## src/hw/conv_layer_macros.svh

```systemverilog
`ifndef CONV_LAYER_MACROS_SVH
`define CONV_LAYER_MACROS_SVH

//////////////////////////////////////////////////////////////////////
// Layer geometry
//////////////////////////////////////////////////////////////////////
// Parallel output channels
`define CONV_LANES 4
// 3x3 kernel over 2 input channels
`define CONV_TAPS 18
`define CONV_OUT_PIXELS 6

// Datapath widths
`define CONV_DATA_W 16
`define CONV_ACC_W 32
// Q14 fraction dropped on rescale
`define CONV_FRAC 14
`define CONV_LANE_W 2
`define CONV_TAP_W 5
`define CONV_PIX_W 3

// Wishbone widths
`define CONV_WB_AW 8
`define CONV_WB_DW 32

//////////////////////////////////////////////////////////////////////
// Register map in word addresses
//////////////////////////////////////////////////////////////////////
`define CONV_ADR_CTRL 8'h00
`define CONV_ADR_STATUS 8'h01
// Weight word at base + lane * CONV_TAPS + tap
`define CONV_ADR_WEIGHT 8'h10
// One bias word per lane
`define CONV_ADR_BIAS 8'h60

`endif

```

## src/hw/conv_layer_pkg.sv

```systemverilog
`include "conv_layer_macros.svh"

package conv_layer_pkg;

	//////////////////////////////////////////////////////////////////////
	// Wishbone classic bus
	//////////////////////////////////////////////////////////////////////
	// Master to slave
	typedef struct packed {
		logic cyc;
		logic stb;
		logic we;
		logic [`CONV_WB_AW-1:0] adr;
		logic [`CONV_WB_DW-1:0] dat;
	} wb_req_s;

	// Slave to master
	typedef struct packed {
		logic ack;
		logic [`CONV_WB_DW-1:0] dat;
	} wb_rsp_s;

	//////////////////////////////////////////////////////////////////////
	// Datapath and control types
	//////////////////////////////////////////////////////////////////////
	// One output pixel with an entry per lane
	typedef struct packed {
		logic [`CONV_LANES-1:0][`CONV_DATA_W-1:0] ch;
	} ofm_vec_s;

	// Layer sequencer states
	typedef enum logic [1:0] {
		SEQ_IDLE,
		SEQ_RUN,
		SEQ_DONE
	} conv_state_e;

	// Decoded bus target
	typedef enum logic [2:0] {
		REG_CTRL,
		REG_STATUS,
		REG_WEIGHT,
		REG_BIAS,
		REG_NONE
	} reg_sel_e;

endpackage

```

## src/hw/relu_requant.sv

```systemverilog
`timescale 1ns/100ps
`include "conv_layer_macros.svh"

module relu_requant (
	input  logic clk,
	input  logic rst_n,
	input  logic group_done,
	input  logic [`CONV_LANES-1:0][`CONV_ACC_W-1:0] sums,
	input  logic [`CONV_LANES-1:0][`CONV_ACC_W-1:0] biases,
	output conv_layer_pkg::ofm_vec_s ofm,
	output logic ofm_sample
);

	// Biased sums of the last finished group
	logic [`CONV_LANES-1:0][`CONV_ACC_W-1:0] biased_q;
	logic biased_vld;

	// Capture before the next group clears the lanes
	always_ff @(posedge clk) begin
		if (group_done) begin
			for (int l = 0; l < `CONV_LANES; l++) begin
				biased_q[l] <= sums[l] + biases[l];
			end
		end
	end

	//////////////////////////////////////////////////////////////////////
	// ReLU and Q14 rescale into the output register
	//////////////////////////////////////////////////////////////////////
	always_ff @(posedge clk) begin
		if (biased_vld) begin
			for (int l = 0; l < `CONV_LANES; l++) begin
				// Negative sum clamps to zero
				if (biased_q[l][`CONV_ACC_W-1]) begin
					ofm.ch[l] <= '0;
				end else begin
					// Truncating shift with the top bit kept zero
					ofm.ch[l] <= {1'b0,
						biased_q[l][`CONV_FRAC+`CONV_DATA_W-2:`CONV_FRAC]};
				end
			end
		end
	end

	// Sample pulse follows the data by stage
	always_ff @(posedge clk or negedge rst_n) begin
		if (!rst_n) begin
			biased_vld <= 1'b0;
			ofm_sample <= 1'b0;
		end else begin
			biased_vld <= group_done;
			ofm_sample <= biased_vld;
		end
	end

endmodule

```

## config.mk

```make
export PLATFORM = sky130hd
export DESIGN_NAME = relu_requant
export DESIGN_NICKNAME = d
export VERILOG_FILES = /design/src/hw/conv_layer_pkg.sv /design/src/hw/relu_requant.sv
export VERILOG_INCLUDE_DIRS = /design/src /design/src/hw
export SDC_FILE = /design/constraint.sdc
export NUM_CORES = 1
export LEC_CHECK = 0
export ABC_AREA = 1
export BUFFER_PORTS_ARGS = -buffer_cell sky130_fd_sc_hd__clkbuf_2
export CAP_MARGIN = 20
export CORE_ASPECT_RATIO = 1.2
export CORE_MARGIN = 8
export CORE_UTILIZATION = 25
export CTS_BUF_LIST = sky130_fd_sc_hd__clkbuf_8 sky130_fd_sc_hd__clkbuf_16
export DETAILED_ROUTE_END_ITERATION = 8
export HOLD_SLACK_MARGIN = 0.02
export PLACE_DENSITY_LB_ADDON = 0.08
export SYNTH_ARGS = -nofsm -noshare
export SYNTH_HDL_FRONTEND = slang
export SYNTH_SLANG_ARGS = --single-unit
```

## constraint.sdc

```tcl
create_clock -name clk -period 3.34 [get_ports clk]
set_input_delay 0.334 -clock clk [delete_from_list [all_inputs] [get_ports clk]]
set_output_delay 0.334 -clock clk [all_outputs]
set_load 0.1 [all_outputs]
```

==> out/qor.txt <==
Vias post-DR -> 12700
Mux contribution to synthesized area -> 0%
Cell at the root of the clock tree -> clkbuf_16
Crit-path slowest cell -> ha_1
Final cycle utilization of the critical path -> 50.9%
Placer Congestion -> 0.888
Sequential fraction of the synthesis area -> 29.7%
CP dominant cell by count -> nand2_1
Postcts setup bufs -> 0
Final hold viol count -> 0
Final HPWL DP -> 38100 um
Final net count -> 2777
Die Wd -> 222 um
FMAX -> 588 MHz
Clk slew on worst S/H paths -> 0.06 ns
Arr. time, crit path -> 1.88 ns
Tot Pwr -> 6.55 mW
First-pass DRT Iterations -> 5
Dominant cell type by area after synthesis -> edfxtp_1
Slew margin rel. -> 32.2%
Layout cells sized above 1 -> 16.5%
Most area-consuming cells after synthesis -> edfxtp_1 (29%), nand2_1 (24%), inv_1 (14%), ha_1 (12%), nor2_1 (5.9%)
YS warnings -> 0
Post-synthesis simple-gate area fraction -> 37.6%
Adder-cell share of the synthesized area -> 11.8%
Leak -> 9.34 nW
VDD IR max -> 0.333 mV
GRT Util Overall -> 14.9%
Chip height -> 263 um
Post-Syn Area -> 0.0127 mm^2
CP peak stage delay -> 0.37 ns
Fillers -> 5717
Initial antenna violation count -> 0
Max Fanout on Critical Path -> 5
Synth top cells by count -> nand2_1 (824), inv_1 (481), nor2_1 (201)
Synth Area in XOR/XNOR -> 1.31%
Std-Cell Rows -> 90
Period minus WS final -> 1.70 ns
Max cap viols -> 0
Post-synthesis register bit count -> 126
Crit Path Class -> in -> reg
Syn-to-layout area delta -> 23.4%
Status -> finished, final reports clean
Final setup viols -> 0
Vias/cell -> 4.16
First-pass GRT wire length -> 69600 um
Multi-input combinational cell area -> 0.00705 mm^2
Dpl ws -> 1.13 ns
Cts bufs inserted -> 17
Final WS setup -> 1.64 ns
Hold crit path type -> in -> async
CTS tree -> built
CP cell instances -> clkbuf_2 -> ha_1 -> a21oi_1 -> nand2_1 -> nand2_1 -> nand2_1 -> a21oi_1 -> nand2_1 -> nand2_1 -> nand2_1
Delay-heaviest family, CP -> simple AND/OR/NAND/NOR gates
Count leader, synth -> nand2_1
Synth Area per Inst -> 6.15 um^2
CTS HTree Levels -> 4
Area after DPL -> 0.0151 mm^2
Total core area -> 0.0502 mm^2
WP data required -> 3.52 ns
Layout Skew -> 0.0133 ns
Worst-Skew Late Latency -> 0.44 ns
CP startpoint kind -> input pin
Post-synth EDFFs -> 124
Post-Layout Cell Count -> 3055
ANT nets after route -> 0
DR WL/cell -> 14.2 um
Diodes inserted -> 0
Longest Clk Path Bufs -> 2
Routed WL -> 43500 um
Async set-or-reset flop fraction in the synthesized netlist -> 1.59%
Most used DFF post-synth -> edfxtp_1
Design Area, Final -> 0.0157 mm^2
Measured slew at the worst slew-check pin -> 1.02 ns
Vias in the first global route -> 13300
IO Pins -> 324
Starting Density -> 25.3%
Count of cell types in the netlist -> 25
Drc violations -> 0
Post-synth top area share -> 29.3%
Worst Setup End Kind -> flip-flop
RSZ-0062 raised after global routing -> no
Setup TNS -> 0 ns
Congestion Overflow GR -> 0
Largest family of logic cells by synthesized area -> simple AND/OR/NAND/NOR gates
Post-cts sizing count -> 0
1st-iter DRT viols -> 600
Largest net degree at the start of global routing -> 66
IO buf count -> 319
Hold Buf Count CTS -> 1
Sinks on Clock Net -> 126
Placed cells -> 3022
Syn Inst Count -> 2062
Max-slew violation count -> 0
Die Footprint -> 0.0583 mm^2
PwrDens -> 418 mW/mm^2
Post-synthesis compound-gate area fraction -> 4.69%
Buf/Inv on CP -> 1
Storage cell area -> 0.00377 mm^2
[metrics by stage]
step	hold WS (ns)	util [%]
detailed placement	0.126	30.0
global route	0.196	31.2
floorplan	0.0384	-
finish	0.220	31.2
CTS	0.171	31.2
global placement	0.123	30.0
[worst paths after layout]
path                                    from            to  slack, ns  cells after the start
worst max-delay path              biases[46]  biased_q[59]       1.64                     10
worst min-delay path                   rst_n    ofm_sample       0.22                      2
worst max register to register    biased_vld       ofm[34]       1.79                      1
worst min register to register  biased_q[81]       ofm[35]       0.52                      2
max in group asynchronous              rst_n    biased_vld       3.01                      2
min in group clk                    sums[95]  biased_q[95]       0.33                      4
[area by class of cell]
type,count,share of cell area [%]
clock buffer,17,2.72
tap,644,5.14
timing repair buffer,322,10.4
clock inverter,15,0.967
sequential,126,24.1
multi-input combinational,1442,45.0
inverter,489,11.7
[sequential cells by signal (all words and copies together), names as in the netlist]
signal / flops
ofm: 60
ofm_sample: 1
biased_vld: 1
biased_q: 64
[cell families after synthesis]
group,after synthesis
other,1
AND/OR/NAND/NOR,1191
XOR/XNOR,19
flip-flops,126
adder cells (fa/ha/maj),120
buffers and inverters,497
AO/OA/AOI/OAI,108
[layout by cell type (no fill, tap or decap), types with 2 or more instances in the layout]
cell type / count
nor2_2: 16
nor2_4: 5
xor2_1: 15
o21bai_1: 11
clkinvlp_4: 2
clkbuf_16: 17
nand3_1: 102
o21ai_1: 6
inv_1: 482
nand4_1: 12
nor2_1: 201
inv_6: 5
nand2_1: 824
nand2_2: 15
buf_4: 3
a21oi_1: 73
inv_2: 8
and2_1: 4
edfxtp_1: 124
nor3_1: 12
a21o_1: 9
ha_1: 120
clkbuf_2: 318
a31oi_1: 4
conb_1: 4
o21ai_0: 5
xnor2_1: 4
inv_8: 4
[layer usage]
layer | GRT usage [%] | routed length [um]
met1 | 17.0 | 18600
met2 | 28.1 | 22700
met3 | 2.69 | 1580
met4 | 3.73 | 612
met5 | 0 | 0
[power breakdown]
| group | internal, mW | switching, mW |
|---|---|---|
| Combinational | 0.678 | 1.84 |
| Clock | 1.05 | 0.847 |
| Sequential | 2.02 | 0.104 |
| Total | 3.75 | 2.79 |
(Power assumes the default switching activity.)
