## src/hw/conv_layer_macros.svh

```systemverilog
`ifndef CONV_LAYER_MACROS_SVH
`define CONV_LAYER_MACROS_SVH

//////////////////////////////////////////////////////////////////////
// Layer geometry
//////////////////////////////////////////////////////////////////////
// Parallel output channels
`define CONV_LANES 4
// 3x3 kernel over 2 input channels
`define CONV_TAPS 18
`define CONV_OUT_PIXELS 6

// Datapath widths
`define CONV_DATA_W 16
`define CONV_ACC_W 32
// Q14 fraction dropped on rescale
`define CONV_FRAC 14
`define CONV_LANE_W 2
`define CONV_TAP_W 5
`define CONV_PIX_W 3

// Wishbone widths
`define CONV_WB_AW 8
`define CONV_WB_DW 32

//////////////////////////////////////////////////////////////////////
// Register map in word addresses
//////////////////////////////////////////////////////////////////////
`define CONV_ADR_CTRL 8'h00
`define CONV_ADR_STATUS 8'h01
// Weight word at base + lane * CONV_TAPS + tap
`define CONV_ADR_WEIGHT 8'h10
// One bias word per lane
`define CONV_ADR_BIAS 8'h60

`endif

```

## src/hw/conv_layer_pkg.sv

```systemverilog
`include "conv_layer_macros.svh"

package conv_layer_pkg;

	//////////////////////////////////////////////////////////////////////
	// Wishbone classic bus
	//////////////////////////////////////////////////////////////////////
	// Master to slave
	typedef struct packed {
		logic cyc;
		logic stb;
		logic we;
		logic [`CONV_WB_AW-1:0] adr;
		logic [`CONV_WB_DW-1:0] dat;
	} wb_req_s;

	// Slave to master
	typedef struct packed {
		logic ack;
		logic [`CONV_WB_DW-1:0] dat;
	} wb_rsp_s;

	//////////////////////////////////////////////////////////////////////
	// Datapath and control types
	//////////////////////////////////////////////////////////////////////
	// One output pixel with an entry per lane
	typedef struct packed {
		logic [`CONV_LANES-1:0][`CONV_DATA_W-1:0] ch;
	} ofm_vec_s;

	// Layer sequencer states
	typedef enum logic [1:0] {
		SEQ_IDLE,
		SEQ_RUN,
		SEQ_DONE
	} conv_state_e;

	// Decoded bus target
	typedef enum logic [2:0] {
		REG_CTRL,
		REG_STATUS,
		REG_WEIGHT,
		REG_BIAS,
		REG_NONE
	} reg_sel_e;

endpackage

```

## src/hw/conv_sequencer.sv

```systemverilog
`timescale 1ns/100ps
`include "conv_layer_macros.svh"

module conv_sequencer (
	input  logic clk,
	input  logic rst_n,
	input  logic start,
	input  logic pixel_valid,
	input  logic [`CONV_DATA_W-1:0] pixel,
	input  logic ram_feedback,
	output logic [`CONV_DATA_W-1:0] pixel_q,
	output logic [`CONV_TAP_W-1:0] tap_addr,
	output logic acc_en,
	output logic acc_clr,
	output logic group_done,
	output logic running,
	output logic layer_end,
	output logic finish
);

	conv_layer_pkg::conv_state_e state;
	logic [`CONV_TAP_W-1:0] tap_cnt;
	logic [`CONV_PIX_W-1:0] pix_cnt;
	logic take;
	logic last_tap;
	logic last_pix;
	// Consume stage
	logic [`CONV_DATA_W-1:0] pixel_r;
	logic tap_vld;
	logic tap_first;
	logic tap_last;
	// Accumulate stage
	logic acc_last;

	assign running = (state == conv_layer_pkg::SEQ_RUN);
	// One pixel per valid cycle without back-pressure
	assign take = running & pixel_valid;
	assign last_tap = (tap_cnt == `CONV_TAPS - 1);
	assign last_pix = (pix_cnt == `CONV_OUT_PIXELS - 1);

	//////////////////////////////////////////////////////////////////////
	// Layer FSM with tap and pixel counters
	//////////////////////////////////////////////////////////////////////
	always_ff @(posedge clk or negedge rst_n) begin
		if (!rst_n) begin
			state <= conv_layer_pkg::SEQ_IDLE;
			tap_cnt <= '0;
			pix_cnt <= '0;
			layer_end <= 1'b0;
			finish <= 1'b0;
		end else begin
			case (state)
				conv_layer_pkg::SEQ_IDLE,
				conv_layer_pkg::SEQ_DONE: begin
					// Restart clears every count and flag
					if (start) begin
						state <= conv_layer_pkg::SEQ_RUN;
						tap_cnt <= '0;
						pix_cnt <= '0;
						layer_end <= 1'b0;
						finish <= 1'b0;
					end else if (finish && ram_feedback) begin
						// Downstream memory has taken the layer
						finish <= 1'b0;
					end
				end
				conv_layer_pkg::SEQ_RUN: begin
					if (pixel_valid) begin
						if (last_tap) begin
							tap_cnt <= '0;
							pix_cnt <= pix_cnt + 1'b1;
							// Last group of the layer
							if (last_pix) begin
								state <= conv_layer_pkg::SEQ_DONE;
								layer_end <= 1'b1;
								finish <= 1'b1;
							end
						end else begin
							tap_cnt <= tap_cnt + 1'b1;
						end
					end
				end
				default: state <= conv_layer_pkg::SEQ_IDLE;
			endcase
		end
	end

	//////////////////////////////////////////////////////////////////////
	// Pulse pipeline matched to the store read latency
	//////////////////////////////////////////////////////////////////////
	always_ff @(posedge clk or negedge rst_n) begin
		if (!rst_n) begin
			tap_addr <= '0;
			tap_vld <= 1'b0;
			tap_first <= 1'b0;
			tap_last <= 1'b0;
			acc_en <= 1'b0;
			acc_clr <= 1'b0;
			acc_last <= 1'b0;
			group_done <= 1'b0;
		end else begin
			// Address for the weight read
			if (take) begin
				tap_addr <= tap_cnt;
			end
			tap_vld <= take;
			tap_first <= take & (tap_cnt == '0);
			tap_last <= take & last_tap;
			// Weights arrive with these
			acc_en <= tap_vld;
			acc_clr <= tap_first;
			acc_last <= tap_last;
			// Sum is complete after the last accumulate
			group_done <= acc_en & acc_last;
		end
	end

	// Pixel travels beside the accumulate pulse
	always_ff @(posedge clk) begin
		if (take) begin
			pixel_r <= pixel;
		end
		pixel_q <= pixel_r;
	end

endmodule

```

## config.mk

```make
export PLATFORM = sky130hd
export DESIGN_NAME = conv_sequencer
export DESIGN_NICKNAME = d
export VERILOG_FILES = /design/src/hw/conv_layer_pkg.sv /design/src/hw/conv_sequencer.sv
export VERILOG_INCLUDE_DIRS = /design/src /design/src/hw
export SDC_FILE = /design/constraint.sdc
export NUM_CORES = 1
export LEC_CHECK = 0
export ABC_AREA = 1
export BUFFER_PORTS_ARGS = -buffer_cell sky130_fd_sc_hd__clkbuf_2
export CORE_MARGIN = 10
export CORE_UTILIZATION = 53
export DETAILED_ROUTE_END_ITERATION = 8
export PLACE_DENSITY_LB_ADDON = 0.2
export SLEW_MARGIN = 20
export SYNTH_ARGS = -nofsm -noshare
export SYNTH_HDL_FRONTEND = slang
export SYNTH_SLANG_ARGS = --single-unit
```

## constraint.sdc

```tcl
create_clock -name clk -period 3.9 [get_ports clk]
set_clock_uncertainty 0.15 [all_clocks]
set_input_delay 0.39 -clock clk [delete_from_list [all_inputs] [get_ports clk]]
set_output_delay 0.39 -clock clk [all_outputs]
set_load 0.01 [all_outputs]
```

==> metrics.log <==
INFO  metric vdd.ir_drop.worst = 0.000297 V
INFO  metric dpl.hpwl = 2700 µm
INFO  metric holdPathEnd = pixel_r[11]
INFO  metric cap_viol_max_count = 0
INFO  metric power_per_cell_area = 631 nW/µm²
INFO  metric timing.final.max_slew_violations = 0
INFO  metric tritoncts_num_sinks = 56
INFO  metric design.final.nets = 232
INFO  metric power.combinational.fraction = 0.245
INFO  metric highest_layer = met4
INFO  metric power.total = 1.44 mW
INFO  metric cell_area_after_synthesis = 1930 µm²
INFO  metric postSynthRegisterBits = 56
INFO  metric clock_power_frac = 0.210
INFO  metric grt_pass1_vias = 1,323
INFO  metric detailroute.wirelength.met2 = 1780 µm
INFO  metric p_seq_frac = 0.546
INFO  metric maximum_number_of_pins_on_one_net_before_global_route_repair = 25
INFO  metric die-width = 80.3 µm
INFO  metric yosys.area.top_type = sky130_fd_sc_hd__dfrtp_1
INFO  metric cts_max_path_buffers = 2
INFO  metric setup_repair_after_global_routing_missed_its_margin = no
INFO  metric antenna_cells = 0
INFO  metric hold_path.class = in2reg
INFO  metric post_synth.cell_area_avg = 12.6 µm²
INFO  metric power.share.switching = 0.317
INFO  metric ys_warn_count = 0
INFO  metric post-route-util = 0.670
INFO  metric global_route_wire_length_before_repair = 6000 µm
INFO  metric wl_per_cell = 13.7 µm
INFO  metric rr_worst_depth = 4
INFO  metric critical_path.reg2reg.endpoint = pixel_r[9]
INFO  metric crit_required = 3.77 ns
INFO  metric synth_top_area_share = 0.312
INFO  metric postSynthNetCount = 179
INFO  metric crit_end_category = register
INFO  metric critical_path_fanout_max = 18
INFO  metric min_period = 1.86 ns
INFO  metric timing.max_slew.rel_slack = 0.566
INFO  metric place_congestion = 0.935
INFO  metric die-height = 80.3 µm
INFO  metric status = finished, final reports clean
INFO  metric cts_tree = yes
INFO  metric synth.area.top_cells = sky130_fd_sc_hd__dfrtp_1, sky130_fd_sc_hd__edfxtp_1, sky130_fd_sc_hd__dfxtp_1
INFO  metric ff2ff_setup_slack = 2.04 ns
INFO  metric via_per_inst = 4.86
INFO  metric hold_depth = 1
INFO  metric finalSetupViolations = 0
INFO  metric global_route.usage.total = 0.118
INFO  metric timing_worst_slew_pin_value = 0.650 ns
INFO  metric fillers = 268
INFO  metric remaining_number_of_nets_flagged_by_the_antenna_check_after_routing = 0
INFO  metric critPathArrivalTime = 1.73 ns
INFO  metric routed-via-count = 1,230
INFO  metric flow.area_growth_from_synthesis = 18.7%
INFO  metric routed_wl = 3480 µm
INFO  metric post_route_cells_drive_above_1_share = 0.295
INFO  metric intPower = 0.986 mW
INFO  metric initial_utilization = 0.564
INFO  metric drc = 0
INFO  metric met3WireLength = 258 µm
INFO  metric drtPass1Iterations = 4
INFO  metric placementRows = 21
INFO  metric number_of_antenna_violations_at_the_first_check_in_global_routing = 0
INFO  metric ctsHtreeMaxLevel = 2
INFO  metric synthDistinctLibCells = 21
INFO  metric post_synth_inst_count = 153
INFO  metric critical_path_class = reg2reg
INFO  metric cellLeakagePower = 1.17 nW
INFO  metric critical_path.startpoint_type = register
INFO  metric number_of_input_and_output_port_buffers_inserted = 47
INFO  metric crit-reg2reg-launch = state[0]
INFO  metric fin_worst_hold_slack = 0.0417 ns
INFO  metric top_level_ports = 48
INFO  metric hold_path.startpoint = pixel[11]
INFO  metric finalWorstSetupSlack = 2.04 ns
INFO  metric net-switching-power = 0.457 mW
INFO  metric synth_sequential_area_ratio = 0.727
INFO  metric grt-ovfl-total = 0
INFO  metric design.core.area = 3420 µm²
INFO  metric post-route-period-util = 0.478
INFO  metric route.layer.met1.wl = 1390 µm
INFO  metric clock_insertion_delay_worst_skew = 0.36 ns
INFO  metric number_of_buffers_inserted_during_clock_tree_synthesis = 5
INFO  metric first_iter_violations = 57
INFO  metric setup_tns = 0 ns
INFO  metric die-area = 6450 µm²
INFO  metric clockRootBuffer = sky130_fd_sc_hd__clkbuf_4
INFO  metric cts_resized = 0
INFO  metric clk_pin_slew_worst_paths = 0.14 ns
INFO  metric timing.fmax = 0.537 GHz
INFO  metric final_hold_viol_count = 0
INFO  metric place_ws = 2.06 ns
## cell type report
class / count / area (µm²) / share of cell area
multi-input cells: 77 / 435 / 0.190
flip-flops and latches: 56 / 1400 / 0.613
inverters: 18 / 67.6 / 0.0295
well taps: 46 / 57.6 / 0.0252
clock buffers: 6 / 41.3 / 0.0181
repair buffers: 48 / 245 / 0.107
clock inverters: 2 / 38.8 / 0.0170
## cell usage in the layout, fill, tap and decap left out, drive strengths merged
cell type | synthesis | final
a21oi | 4 | 4
and3 | 2 | 2
bufinv | 0 | 1
clkbuf | 0 | 53
dfrtp | 24 | 24
dfxtp | 16 | 16
dlygate4sd3 | 0 | 1
edfxtp | 16 | 16
ha | 5 | 5
inv | 18 | 19
nand2 | 35 | 35
nand3 | 5 | 5
nand3b | 1 | 1
nand4 | 5 | 5
nor2 | 9 | 9
nor3 | 1 | 1
o21ai | 6 | 6
o31ai | 2 | 2
xor2 | 2 | 2
## power groups by stage
stage | logic, mW | clock network (mW) | registers [mW]
floorplan | 0.216 | 0 | 0.815
global route | 0.399 | 0.339 | 0.802
global placement | 0.345 | 0 | 0.794
CTS | 0.358 | 0.316 | 0.790
finish | 0.353 | 0.303 | 0.787
detailed placement | 0.354 | 0 | 0.804
## cell families (layout without fill, tap and decap cells)
| kind of cell | after synthesis | after routing | share of synthesized area |
|---|---|---|---|
| flip-flops | 56 | 56 | 0.727 |
| AO/OA/AOI/OAI | 12 | 12 | 0.0390 |
| buffers and inverters | 20 | 74 | 0.0467 |
| adder cells (fa/ha/maj) | 5 | 5 | 0.0325 |
| XOR/XNOR | 2 | 2 | 0.00909 |
| AND/OR/NAND/NOR | 58 | 58 | 0.145 |
## state kept, by name, summed over array words and instances (netlist names)
| name | cells |
|---|---|
| pix_cnt | 3 |
| tap_last | 1 |
| acc_last | 1 |
| tap_cnt | 5 |
| acc_en | 1 |
| state | 2 |
| group_done | 1 |
| pixel_r | 16 |
| tap_addr | 5 |
| finish | 1 |
| tap_first | 1 |
| layer_end | 1 |
| pixel_q | 16 |
| acc_clr | 1 |
| tap_vld | 1 |
## what timing repair did
item                                   in CTS  in global routing
hold buffers                                1                  0
buffers inserted                            0                  0
endpoints found under the hold margin      24                  0
## how the worst max path moves through the flow
stage | end | depth (start not counted) | from | slack [ns]
finish | pixel_r[9] | 4 | state[0] | 2.04
global route | pixel_r[12] | 4 | state[0] | 1.92
CTS | pixel_r[14] | 4 | state[0] | 2.04
detailed placement | pixel_r[3] | 4 | state[0] | 2.06
global placement | pixel_r[11] | 4 | state[0] | 2.13
floorplan | pixel_r[0] | 3 | state[1] | 2.30
## worst max-delay path, cell delays in order (launching register included)
cell and delay (ns):
sky130_fd_sc_hd__dfrtp_1 0.45, sky130_fd_sc_hd__inv_2 0.10, sky130_fd_sc_hd__nor2_8 0.15, sky130_fd_sc_hd__nand2_4 0.14
sky130_fd_sc_hd__inv_1 0.51
## synthesized netlist by cell type
cell / instances
sky130_fd_sc_hd__inv_2: 1
sky130_fd_sc_hd__buf_6: 2
sky130_fd_sc_hd__and3_1: 2
sky130_fd_sc_hd__dfxtp_1: 16
sky130_fd_sc_hd__a21oi_1: 4
sky130_fd_sc_hd__nand3b_1: 1
sky130_fd_sc_hd__inv_1: 17
sky130_fd_sc_hd__nand2_2: 1
sky130_fd_sc_hd__nand3_1: 5
sky130_fd_sc_hd__nand2_1: 32
sky130_fd_sc_hd__ha_1: 5
sky130_fd_sc_hd__dfrtp_1: 24
sky130_fd_sc_hd__nor3_1: 1
sky130_fd_sc_hd__nor2_8: 1
sky130_fd_sc_hd__nand4_1: 5
sky130_fd_sc_hd__nand2_4: 2
sky130_fd_sc_hd__edfxtp_1: 16
sky130_fd_sc_hd__o31ai_2: 2
sky130_fd_sc_hd__o21ai_1: 6
sky130_fd_sc_hd__xor2_1: 2
sky130_fd_sc_hd__nor2_1: 8
## per-stage QoR
step	instance area, µm²	cells
after floorplan	1930	153
after global placement	2200	244
after detailed placement	2200	244
after CTS	2290	253
after global routing	2290	253
final	2290	253
## per-layer routing
metal	vias up	GRT usage
li1	607	-
met1	583	0.126
met2	34	0.202
met3	6	0.0490
met4	0	0.0440
met5	-	0
No activity file was read; power rests on OpenSTA's default activity.
