File: config.mk
export PLATFORM = sky130hd
export DESIGN_NAME = mac_lane
export DESIGN_NICKNAME = d
export VERILOG_FILES = /design/src/hw/mac_lane.sv
export VERILOG_INCLUDE_DIRS = /design/src /design/src/hw
export SDC_FILE = /design/constraint.sdc
export NUM_CORES = 1
export LEC_CHECK = 0
export ABC_AREA = 1
export ABC_CLOCK_PERIOD_IN_PS = 3850
export BUFFER_PORTS_ARGS = -buffer_cell sky130_fd_sc_hd__buf_2
export CAP_MARGIN = 5
export CORE_MARGIN = 5
export CORE_UTILIZATION = 33
export DETAILED_ROUTE_END_ITERATION = 10
export SLEW_MARGIN = 10
export SYNTH_ARGS = -nofsm -noshare
export SYNTH_HDL_FRONTEND = slang
export SYNTH_SLANG_ARGS = --single-unit
File: constraint.sdc
create_clock -name clk -period 3.85 [get_ports clk]
set_input_delay 0.77 -clock clk [delete_from_list [all_inputs] [get_ports clk]]
set_output_delay 0.77 -clock clk [all_outputs]
set_load 0.1 [all_outputs]
File: src/hw/conv_layer_macros.svh
`ifndef CONV_LAYER_MACROS_SVH
`define CONV_LAYER_MACROS_SVH

//////////////////////////////////////////////////////////////////////
// Layer geometry
//////////////////////////////////////////////////////////////////////
// Parallel output channels
`define CONV_LANES 4
// 3x3 kernel over 2 input channels
`define CONV_TAPS 18
`define CONV_OUT_PIXELS 6

// Datapath widths
`define CONV_DATA_W 16
`define CONV_ACC_W 32
// Q14 fraction dropped on rescale
`define CONV_FRAC 14
`define CONV_LANE_W 2
`define CONV_TAP_W 5
`define CONV_PIX_W 3

// Wishbone widths
`define CONV_WB_AW 8
`define CONV_WB_DW 32

//////////////////////////////////////////////////////////////////////
// Register map in word addresses
//////////////////////////////////////////////////////////////////////
`define CONV_ADR_CTRL 8'h00
`define CONV_ADR_STATUS 8'h01
// Weight word at base + lane * CONV_TAPS + tap
`define CONV_ADR_WEIGHT 8'h10
// One bias word per lane
`define CONV_ADR_BIAS 8'h60

`endif

File: src/hw/mac_lane.sv
`timescale 1ns/100ps
`include "conv_layer_macros.svh"

module mac_lane (
	input  logic clk,
	input  logic rst_n,
	input  logic acc_en,
	input  logic acc_clr,
	input  logic [`CONV_DATA_W-1:0] pixel_q,
	input  logic [`CONV_DATA_W-1:0] weight,
	output logic [`CONV_ACC_W-1:0] sum
);

	// Signed 16x16 product at full width
	logic signed [`CONV_ACC_W-1:0] prod;

	assign prod = $signed(pixel_q) * $signed(weight);

	// Accumulator wraps on overflow
	always_ff @(posedge clk or negedge rst_n) begin
		if (!rst_n) begin
			sum <= '0;
		end else if (acc_en) begin
			// First tap of a group starts a fresh sum
			if (acc_clr) begin
				sum <= prod;
			end else begin
				sum <= sum + prod;
			end
		end
	end

endmodule

==> flow_summary.toml, run 1 <==
[run_status]
outcome = "complete, but fails checks"
violations = "setup timing"

[grt]
initial_antenna_violation_count = 0
globalRoute.totalOverflow = 0
vias_in_the_first_global_route = 14475
grt_use_total_pct = 18.55
maximum_number_of_pins_on_one_net_before_global_route_repair = 41
grt_first_pass_wirelength_mm = 73.05

[sta]
fin_tns_setup_ps = -68840
worst_pin_slew_ps = 1013
finalMaxSlewViolations = 0
timing.final.ws_setup_ps = -2936
timing_limited_maximum_frequency_mhz = 147.4
finalWorstPathRequiredPeriod_ps = 6786
clock-skew-final_ps = 5.697
unrepaired_setup_endpoints_after_global_routing = "yes"
timing.max_slew.rel_slack_pct = 32.41
final_hold_viol_count = 0
setup_viol = 27
period_share_pct = 176.3

[floorplanning]
fp.dieArea_um2 = 48460
core_area_um2 = 43930
top_level_ports = 68
initial_core_util_pct = 33.17
chipWidth_um = 220.1
fp-row-count = 77
floorplan.die.height_um = 220.1

[setup_path]
worstPathMaxFanout = 11
cp_num_buf_inv = 8
ff2ff_path_depth = 11
worst_setup_path_start_kind = "input pin"
critPathRequiredTime_ps = 4020
critical_path_arrival_ps = 6960
timing.critical_path.max_delay_family = "adder cells"
count_of_cell_instances_traversed_by_the_critical_path = 35
slowest_delay_ps = 520
timing_worst_setup_path_type = "input pin to flip-flop"
crit_slowest_cell = "sky130_fd_sc_hd__fa_1"
crit_path_frequent_cell = "sky130_fd_sc_hd__nand2_1"
crit_path_end_kind = "flip-flop"

[clock_tree]
clock-sinks = 32
htreeDepth = 2
clk_pin_slew_worst_paths_ps = 60
cts_buffers = 5
cts_tree = "built"
clk_path_buf_depth = 2
clock_insertion_delay_worst_skew_ps = 290
root_buffer = "sky130_fd_sc_hd__clkbuf_16"

[cells_and_area]
post_route_cells_drive_above_1_share_pct = 37.59
layout.cells.most_common_list = "sky130_fd_sc_hd__nand2_1 (480), sky130_fd_sc_hd__inv_1 (467), sky130_fd_sc_hd__buf_4 (286), sky130_fd_sc_hd__fa_1 (240), sky130_fd_sc_hd__nand2_2 (78)"
multiInputGateArea_um2 = 13950
mostFrequentLayoutCell = "sky130_fd_sc_hd__nand2_1"
areaGrowthSynthToFinish_pct = 45.50
top_regs = "sum: 32 flops"
largest-register = "sum"
finish.net_count = 2843
layout.core_utilization_pct = 48.26
max_ffs_per_register = 32
antenna_cells = 0
register_area_um2 = 800.8
post_layout_nonfiller_instances = 3021
layout.filler_cells = 4221

[min_path]
timing.hold.worst_path_depth = 1
worst_hold_path_type = "flip-flop to flip-flop"

[routing]
viasPerCell = 4.640
first_iter_violations = 557
detail_route.drc_violations = 0
route.final.wire_length_mm = 46.21
routed_wire_length_per_instance_um = 15.30
drtPass1Iterations = 5
vias = 14017
final_antenna_net_count = 0

[placed_design]
preCtsSetupSlack_ps = -3573
buffer_ports.inserted = 67
placedCellCount = 2932
place.gp.congestion = 0.9079
estimated_wirelength_of_the_detail_placed_design_mm = 38.33

[yosys]
synth_flop_cell = "sky130_fd_sc_hd__dfrtp_1"
async_reset_ff_share_pct = 100.0
count_of_flip_flops_with_a_built_in_enable_after_synthesis = 0
synth_sequential_area_ratio_pct = 5.495
ys_types = 44
mappedNetlistArea_um2 = 14570
yosys_register_bits = 32
post_synth_net_total = 2493
post_synth_inst_count = 2079
syn-mean-instance-area_um2 = 7.009
synthesis.yosys.warnings = 0

[flow_run]
cap_viol_max_count = 0
## path summary, 6_finish.rpt
check | from | end | slack (ps)
worst max register to register | sum[0] | sum[8] | 1490
min in group asynchronous | rst_n | sum[8] | 600
worst max-delay path | pixel_q[10] | sum[27] | -2940
worst min register to register | sum[3] | sum[3] | 520
max in group asynchronous | rst_n | sum[27] | 2700
worst min-delay path | sum[3] | sum[3] | 520
## area by class of cell
type / count / share of cell area [%]
Clock inverter: 2 / 0.05901
Inverter: 551 / 9.873
Sequential cell: 32 / 3.777
Timing Repair Buffer: 412 / 16.39
Tap cell: 592 / 3.494
Multi-Input combinational cell: 1427 / 65.81
Clock buffer: 5 / 0.5901
## kinds of logic (layout without fill, tap and decap cells)
family	count (synthesis)	count (layout)	synth area share (%)
AND/OR/NAND/NOR	890	890	25.62
flip-flops	32	32	5.495
buffers and inverters	620	970	16.13
XOR/XNOR	21	21	1.314
adder cells (fa/ha/maj)	378	378	46.01
AO/OA/AOI/OAI	138	138	5.435
## repair_timing
| item | CTS | global route |
|---|---|---|
| buffers inserted | 42 | 45 |
| resized for setup | 253 | 287 |
| cloned | 0 | 2 |
| endpoints found under the setup margin | 28 | 28 |
| hold buffers | 0 | 0 |
| pin swaps | 145 | 167 |
## stage by stage
stage          hold WS, ps  area (um^2)
2_1_floorplan        474.4        15960
3_3_place_gp         500.0        18320
3_5_place_dp         508.8        18320
4_1_cts              522.8        19810
5_1_grt              540.2        21200
6_report             520.0        21200
## synth_stat cells (all sizes together) (9+ instances only)
cell type	n	share of area, %
nand2	622	16
inv	550	14
fa	263	36
ha	115	9.9
nor2	109	3.0
nand3	93	3.3
a21oi	74	2.7
clkbuf	63	1.7
o21ai	35	1.2
dfrtp	32	5.5
nand4	20	0.86
xor2	14	0.89
nor3	13	0.55
or2	13	0.56
and2	9	0.40
## per-layer routing
layer  up-vias  part of all wire [%]  track usage, %
li1       6764                     -               -
met1      6926                    42           24.08
met2       267                    53           33.84
met3        60                   3.0           1.354
met4         0                   2.1           4.306
met5         -                     0               0
Power of run 1 is left out: the tool's default activity adds up to more than one toggle a clock period on the data nets, which glitch-free logic cannot reach.
==> run 2: changes to the inputs <==
--- a/config.mk
+++ b/config.mk
@@ -13,6 +13,7 @@
 export CORE_MARGIN = 5
 export CORE_UTILIZATION = 33
 export DETAILED_ROUTE_END_ITERATION = 10
+export SKIP_LAST_GASP = 1
 export SLEW_MARGIN = 10
 export SYNTH_ARGS = -nofsm -noshare
 export SYNTH_HDL_FRONTEND = slang
==> flow_summary.toml, run 2 (synthesis results as in run 1) <==
[setup_path]
critical_path_arrival_ps = 7030
crit-reg2reg-launch = "sum[0]"
crit_slowest_cell = "sky130_fd_sc_hd__fa_2"
timing.critical_path.max_delay_family = "adder cells"
ff2ff_path_depth = 11
rrSetupSlack_ps = 1510
crit_path_frequent_cell = "sky130_fd_sc_hd__nand2_1"
worst_setup_path_start_kind = "input pin"
critPathRequiredTime_ps = 4070
slowest_delay_ps = 590
timing.critical_path.from = "pixel_q[15]"
timing_worst_setup_path_type = "input pin to flip-flop"
reg_to_reg_critical_path_endpoint = "sum[8]"
cp_num_buf_inv = 9
crit_path_end_kind = "flip-flop"
worstPathMaxFanout = 10

[placed_design]
buffer_ports.inserted = 67
place.gp.congestion = 0.9079
estimated_wirelength_of_the_detail_placed_design_mm = 38.33

[routing]
viasPerCell = 4.618
drtPass1Iterations = 5
routed_wire_length_per_instance_um = 14.96
detail_route.drc_violations = 0
route.final.wire_length_mm = 45.13
final_antenna_net_count = 0
vias = 13928
first_iter_violations = 608

[floorplanning]
core_area_um2 = 43930
fp-row-count = 77
fp.dieArea_um2 = 48460
top_level_ports = 68
floorplan.die.height_um = 220.1
chipWidth_um = 220.1
initial_core_util_pct = 33.17

[grt]
grt_first_pass_wirelength_mm = 73.00
globalRoute.totalOverflow = 0
vias_in_the_first_global_route = 14472
initial_antenna_violation_count = 0
grt_use_total_pct = 18.53
maximum_number_of_pins_on_one_net_before_global_route_repair = 41

[sta]
period_share_pct = 176.7
clock-skew-final_ps = 3.902
finalMaxSlewViolations = 0
timing.final.ws_setup_ps = -2953
hold_slack_ps = 519.2
timing.max_slew.rel_slack_pct = 31.80
timing_limited_maximum_frequency_mhz = 147.0
setup_viol = 27
unrepaired_setup_endpoints_after_global_routing = "yes"
final_hold_viol_count = 0
worst_pin_slew_ps = 1022
finalWorstPathRequiredPeriod_ps = 6803

[clock_tree]
cts_tree = "built"
root_buffer = "sky130_fd_sc_hd__clkbuf_16"
clock-sinks = 32
cts_buffers = 5
clk_pin_slew_worst_paths_ps = 60
htreeDepth = 2
clock_insertion_delay_worst_skew_ps = 290
clk_path_buf_depth = 2

[min_path]
timing.hold.worst_path_depth = 1
worst_hold_path.endpoint = "sum[3]"
worst_hold_path_type = "flip-flop to flip-flop"
holdCritStartpoint = "sum[3]"

[run_status]
outcome = "complete, but fails checks"
violations = "setup timing"

[cells_and_area]
mostFrequentLayoutCell = "sky130_fd_sc_hd__nand2_1"
antenna_cells = 0
finish.net_count = 2838
layout.cells.most_common_list = "sky130_fd_sc_hd__nand2_1 (498), sky130_fd_sc_hd__inv_1 (478), sky130_fd_sc_hd__buf_4 (307), sky130_fd_sc_hd__fa_1 (240), sky130_fd_sc_hd__nand3_1 (70)"
largest-register = "sum"
top_regs = "sum: 32 flops"
max_ffs_per_register = 32
post_route_cells_drive_above_1_share_pct = 35.81
areaGrowthSynthToFinish_pct = 42.82

[flow_run]
cap_viol_max_count = 0
-- run 2: changes by cell type in the layout (fill, tap and decap cells not counted), sizes merged --
cell,change
buf,-4
clkbuf,-1
-- run 2: per-layer routing --
metal | track usage [%] | routed length [um]
met1 | 24.08 | 19210
met2 | 33.76 | 23710
met3 | 1.341 | 1282
met4 | 4.348 | 927
met5 | 0 | 0
-- run 2: through the flow --
stage	area (um^2)	worst slack [ps]	setup TNS (ps)	util, %	instances
finish	20810	-2953	-67990	47.37	3016
global route	20810	-3233	-74480	47.37	3016
CTS	19750	-2974	-68360	44.96	2977
detailed placement	18320	-3573	-81390	41.69	2932
global placement	18320	-3598	-81130	41.69	2932
floorplan	15960	-2707	-59950	-	2079
-- run 2: worst max-delay path by stage --
stage	to	slack [ps]	depth (start not counted)
6_report	sum[27]	-2950	34
5_1_grt	sum[27]	-3230	34
4_1_cts	sum[27]	-2970	35
3_5_place_dp	sum[28]	-3570	35
3_3_place_gp	sum[26]	-3600	34
2_1_floorplan	sum[31]	-2710	34
-- run 2: cell type report --
class / count / area (um^2)
Fill cell: 4284 / 23120
Clock buffer: 5 / 125.1
Inverter: 551 / 2078
Multi-Input combinational cell: 1427 / 13750
Clock inverter: 2 / 12.51
Timing Repair Buffer: 407 / 3306
Tap cell: 592 / 740.7
Sequential cell: 32 / 800.8
-- run 2: repair_timing --
| item | 4_1_cts | 5_1_grt |
|---|---|---|
| cloned | 0 | 1 |
| hold buffers | 0 | 0 |
| setup endpoints to repair | 28 | 28 |
| pin swaps | 144 | 101 |
| buffers inserted | 42 | 38 |
| gates resized for setup | 235 | 208 |
Power of run 2 is left out for the same reason.
==> run 3: changes to the inputs <==
--- a/config.mk
+++ b/config.mk
@@ -7,7 +7,7 @@
 export NUM_CORES = 1
 export LEC_CHECK = 0
 export ABC_AREA = 1
-export ABC_CLOCK_PERIOD_IN_PS = 3850
+export ABC_CLOCK_PERIOD_IN_PS = 6400
 export BUFFER_PORTS_ARGS = -buffer_cell sky130_fd_sc_hd__buf_2
 export CAP_MARGIN = 5
 export CORE_MARGIN = 5
==> constraint.sdc (replaced) <==
create_clock -name clk -period 6.4 [get_ports clk]
set_input_delay 1.28 -clock clk [delete_from_list [all_inputs] [get_ports clk]]
set_output_delay 1.28 -clock clk [all_outputs]
set_load 0.1 [all_outputs]
==> flow_summary.toml, run 3 (synthesis results as in run 1) <==
[routing]
routed_wire_length_per_instance_um = 15.41
detail_route.drc_violations = 0
vias = 13982
route.final.wire_length_mm = 45.92
viasPerCell = 4.694
drtPass1Iterations = 5
final_antenna_net_count = 0
first_iter_violations = 705

[floorplanning]
fp-row-count = 77
floorplan.die.height_um = 220.1
core_area_um2 = 43930
chipWidth_um = 220.1
top_level_ports = 68
fp.dieArea_um2 = 48460
initial_core_util_pct = 33.17

[setup_path]
slowest_delay_ps = 550
timing_worst_setup_path_type = "input pin to flip-flop"
timing.critical_path.from = "pixel_q[10]"
timing.critical_path.max_delay_family = "adder cells"
critical_path_arrival_ps = 7580
critPathRequiredTime_ps = 6620
crit-reg2reg-launch = "sum[0]"
count_of_cell_instances_traversed_by_the_critical_path = 35
worstPathMaxFanout = 7
crit_slowest_cell = "sky130_fd_sc_hd__fa_1"
crit_path_frequent_cell = "sky130_fd_sc_hd__nand2_1"
worst_setup_path_start_kind = "input pin"
cp_num_buf_inv = 12
crit_path_end_kind = "flip-flop"
ff2ff_path_depth = 14

[cells_and_area]
top_regs = "sum: 32 flops"
post-route-cell-area_um2 = 20690
post_route_cells_drive_above_1_share_pct = 35.57
max_ffs_per_register = 32
largest-register = "sum"
finish.net_count = 2800
layout.cells.most_common_list = "sky130_fd_sc_hd__nand2_1 (484), sky130_fd_sc_hd__inv_1 (477), sky130_fd_sc_hd__buf_4 (260), sky130_fd_sc_hd__fa_1 (244), sky130_fd_sc_hd__nand2_2 (80)"
mostFrequentLayoutCell = "sky130_fd_sc_hd__nand2_1"
areaGrowthSynthToFinish_pct = 41.96
antenna_cells = 0
layout.core_utilization_pct = 47.09

[sta]
setup_viol = 22
clock-skew-final_ps = 8.760
final_hold_viol_count = 0
timing_limited_maximum_frequency_mhz = 135.9
finalWorstPathRequiredPeriod_ps = 7359
unrepaired_setup_endpoints_after_global_routing = "yes"
timing.max_slew.rel_slack_pct = 25.64
timing.final.ws_setup_ps = -958.5
finalMaxSlewViolations = 0
worst_pin_slew_ps = 1114
period_share_pct = 115.0

[grt]
maximum_number_of_pins_on_one_net_before_global_route_repair = 42
initial_antenna_violation_count = 0
grt_use_total_pct = 18.96
grt_first_pass_wirelength_mm = 74.24
vias_in_the_first_global_route = 14806
globalRoute.totalOverflow = 0

[placed_design]
preCtsSetupSlack_ps = -1698
buffer_ports.inserted = 67
place.gp.congestion = 0.9083
estimated_wirelength_of_the_detail_placed_design_mm = 38.12
detailed_place.area_um2 = 17940

[clock_tree]
clk_pin_slew_worst_paths_ps = 60
clock_insertion_delay_worst_skew_ps = 290
htreeDepth = 2
clk_path_buf_depth = 2
cts_buffers = 5
clock-sinks = 32
root_buffer = "sky130_fd_sc_hd__clkbuf_16"
hold_buffers = 0
cts_tree = "built"

[run_status]
violations = "setup timing"
outcome = "complete, but fails checks"

[min_path]
holdCritStartpoint = "sum[3]"
timing.hold.worst_path_depth = 1
worst_hold_path_type = "flip-flop to flip-flop"

[flow_run]
cap_viol_max_count = 0
==> run 3: repair_timing <==
action	4_1_cts	5_1_grt
resized for setup	260	268
hold endpoints to repair	0	0
pin swaps	117	177
endpoints found under the setup margin	24	25
gates cloned	1	0
setup buffers	40	36
==> run 3: per-stage QoR <==
stage | setup TNS (ps) | hold slack [ps] | std cells
final | -16270 | 524.6 | 2979
after global routing | -21870 | 555.5 | 2979
after CTS | -15330 | 528.1 | 2947
after floorplan | -10440 | 984.4 | 2079
after global placement | -28150 | 517.4 | 2898
after detailed placement | -28750 | 507.0 | 2898
==> run 3: worst paths after layout <==
| kind | endpoint | slack (ps) |
|---|---|---|
| worst min register to register | sum[3] | 520 |
| min in group asynchronous | sum[8] | 1100 |
| max in group asynchronous | sum[25] | 4740 |
| worst max register to register | sum[24] | 3930 |
| worst max-delay path | sum[29] | -960 |
| worst min-delay path | sum[3] | 520 |
==> run 3: metal layers <==
layer | GRT usage [%] | share of wire (%) | vias to the layer above
met4 | 5.596 | 3.0 | 0
met3 | 0.9577 | 2.7 | 83
met1 | 23.75 | 41 | 6923
met2 | 35.36 | 53 | 293
met5 | 0 | 0 | -
li1 | - | - | 6683
==> run 3: layout make-up <==
type                       instances  area, um^2
clock buffer                       7       142.6
clock inverter                     1       7.507
fill                            4250       23250
inverter                         551        2087
multi-input combinational       1427       13820
sequential                        32       800.8
tap                              592       740.7
timing repair buffer             369        3084
Power of run 3 is left out for the same reason.
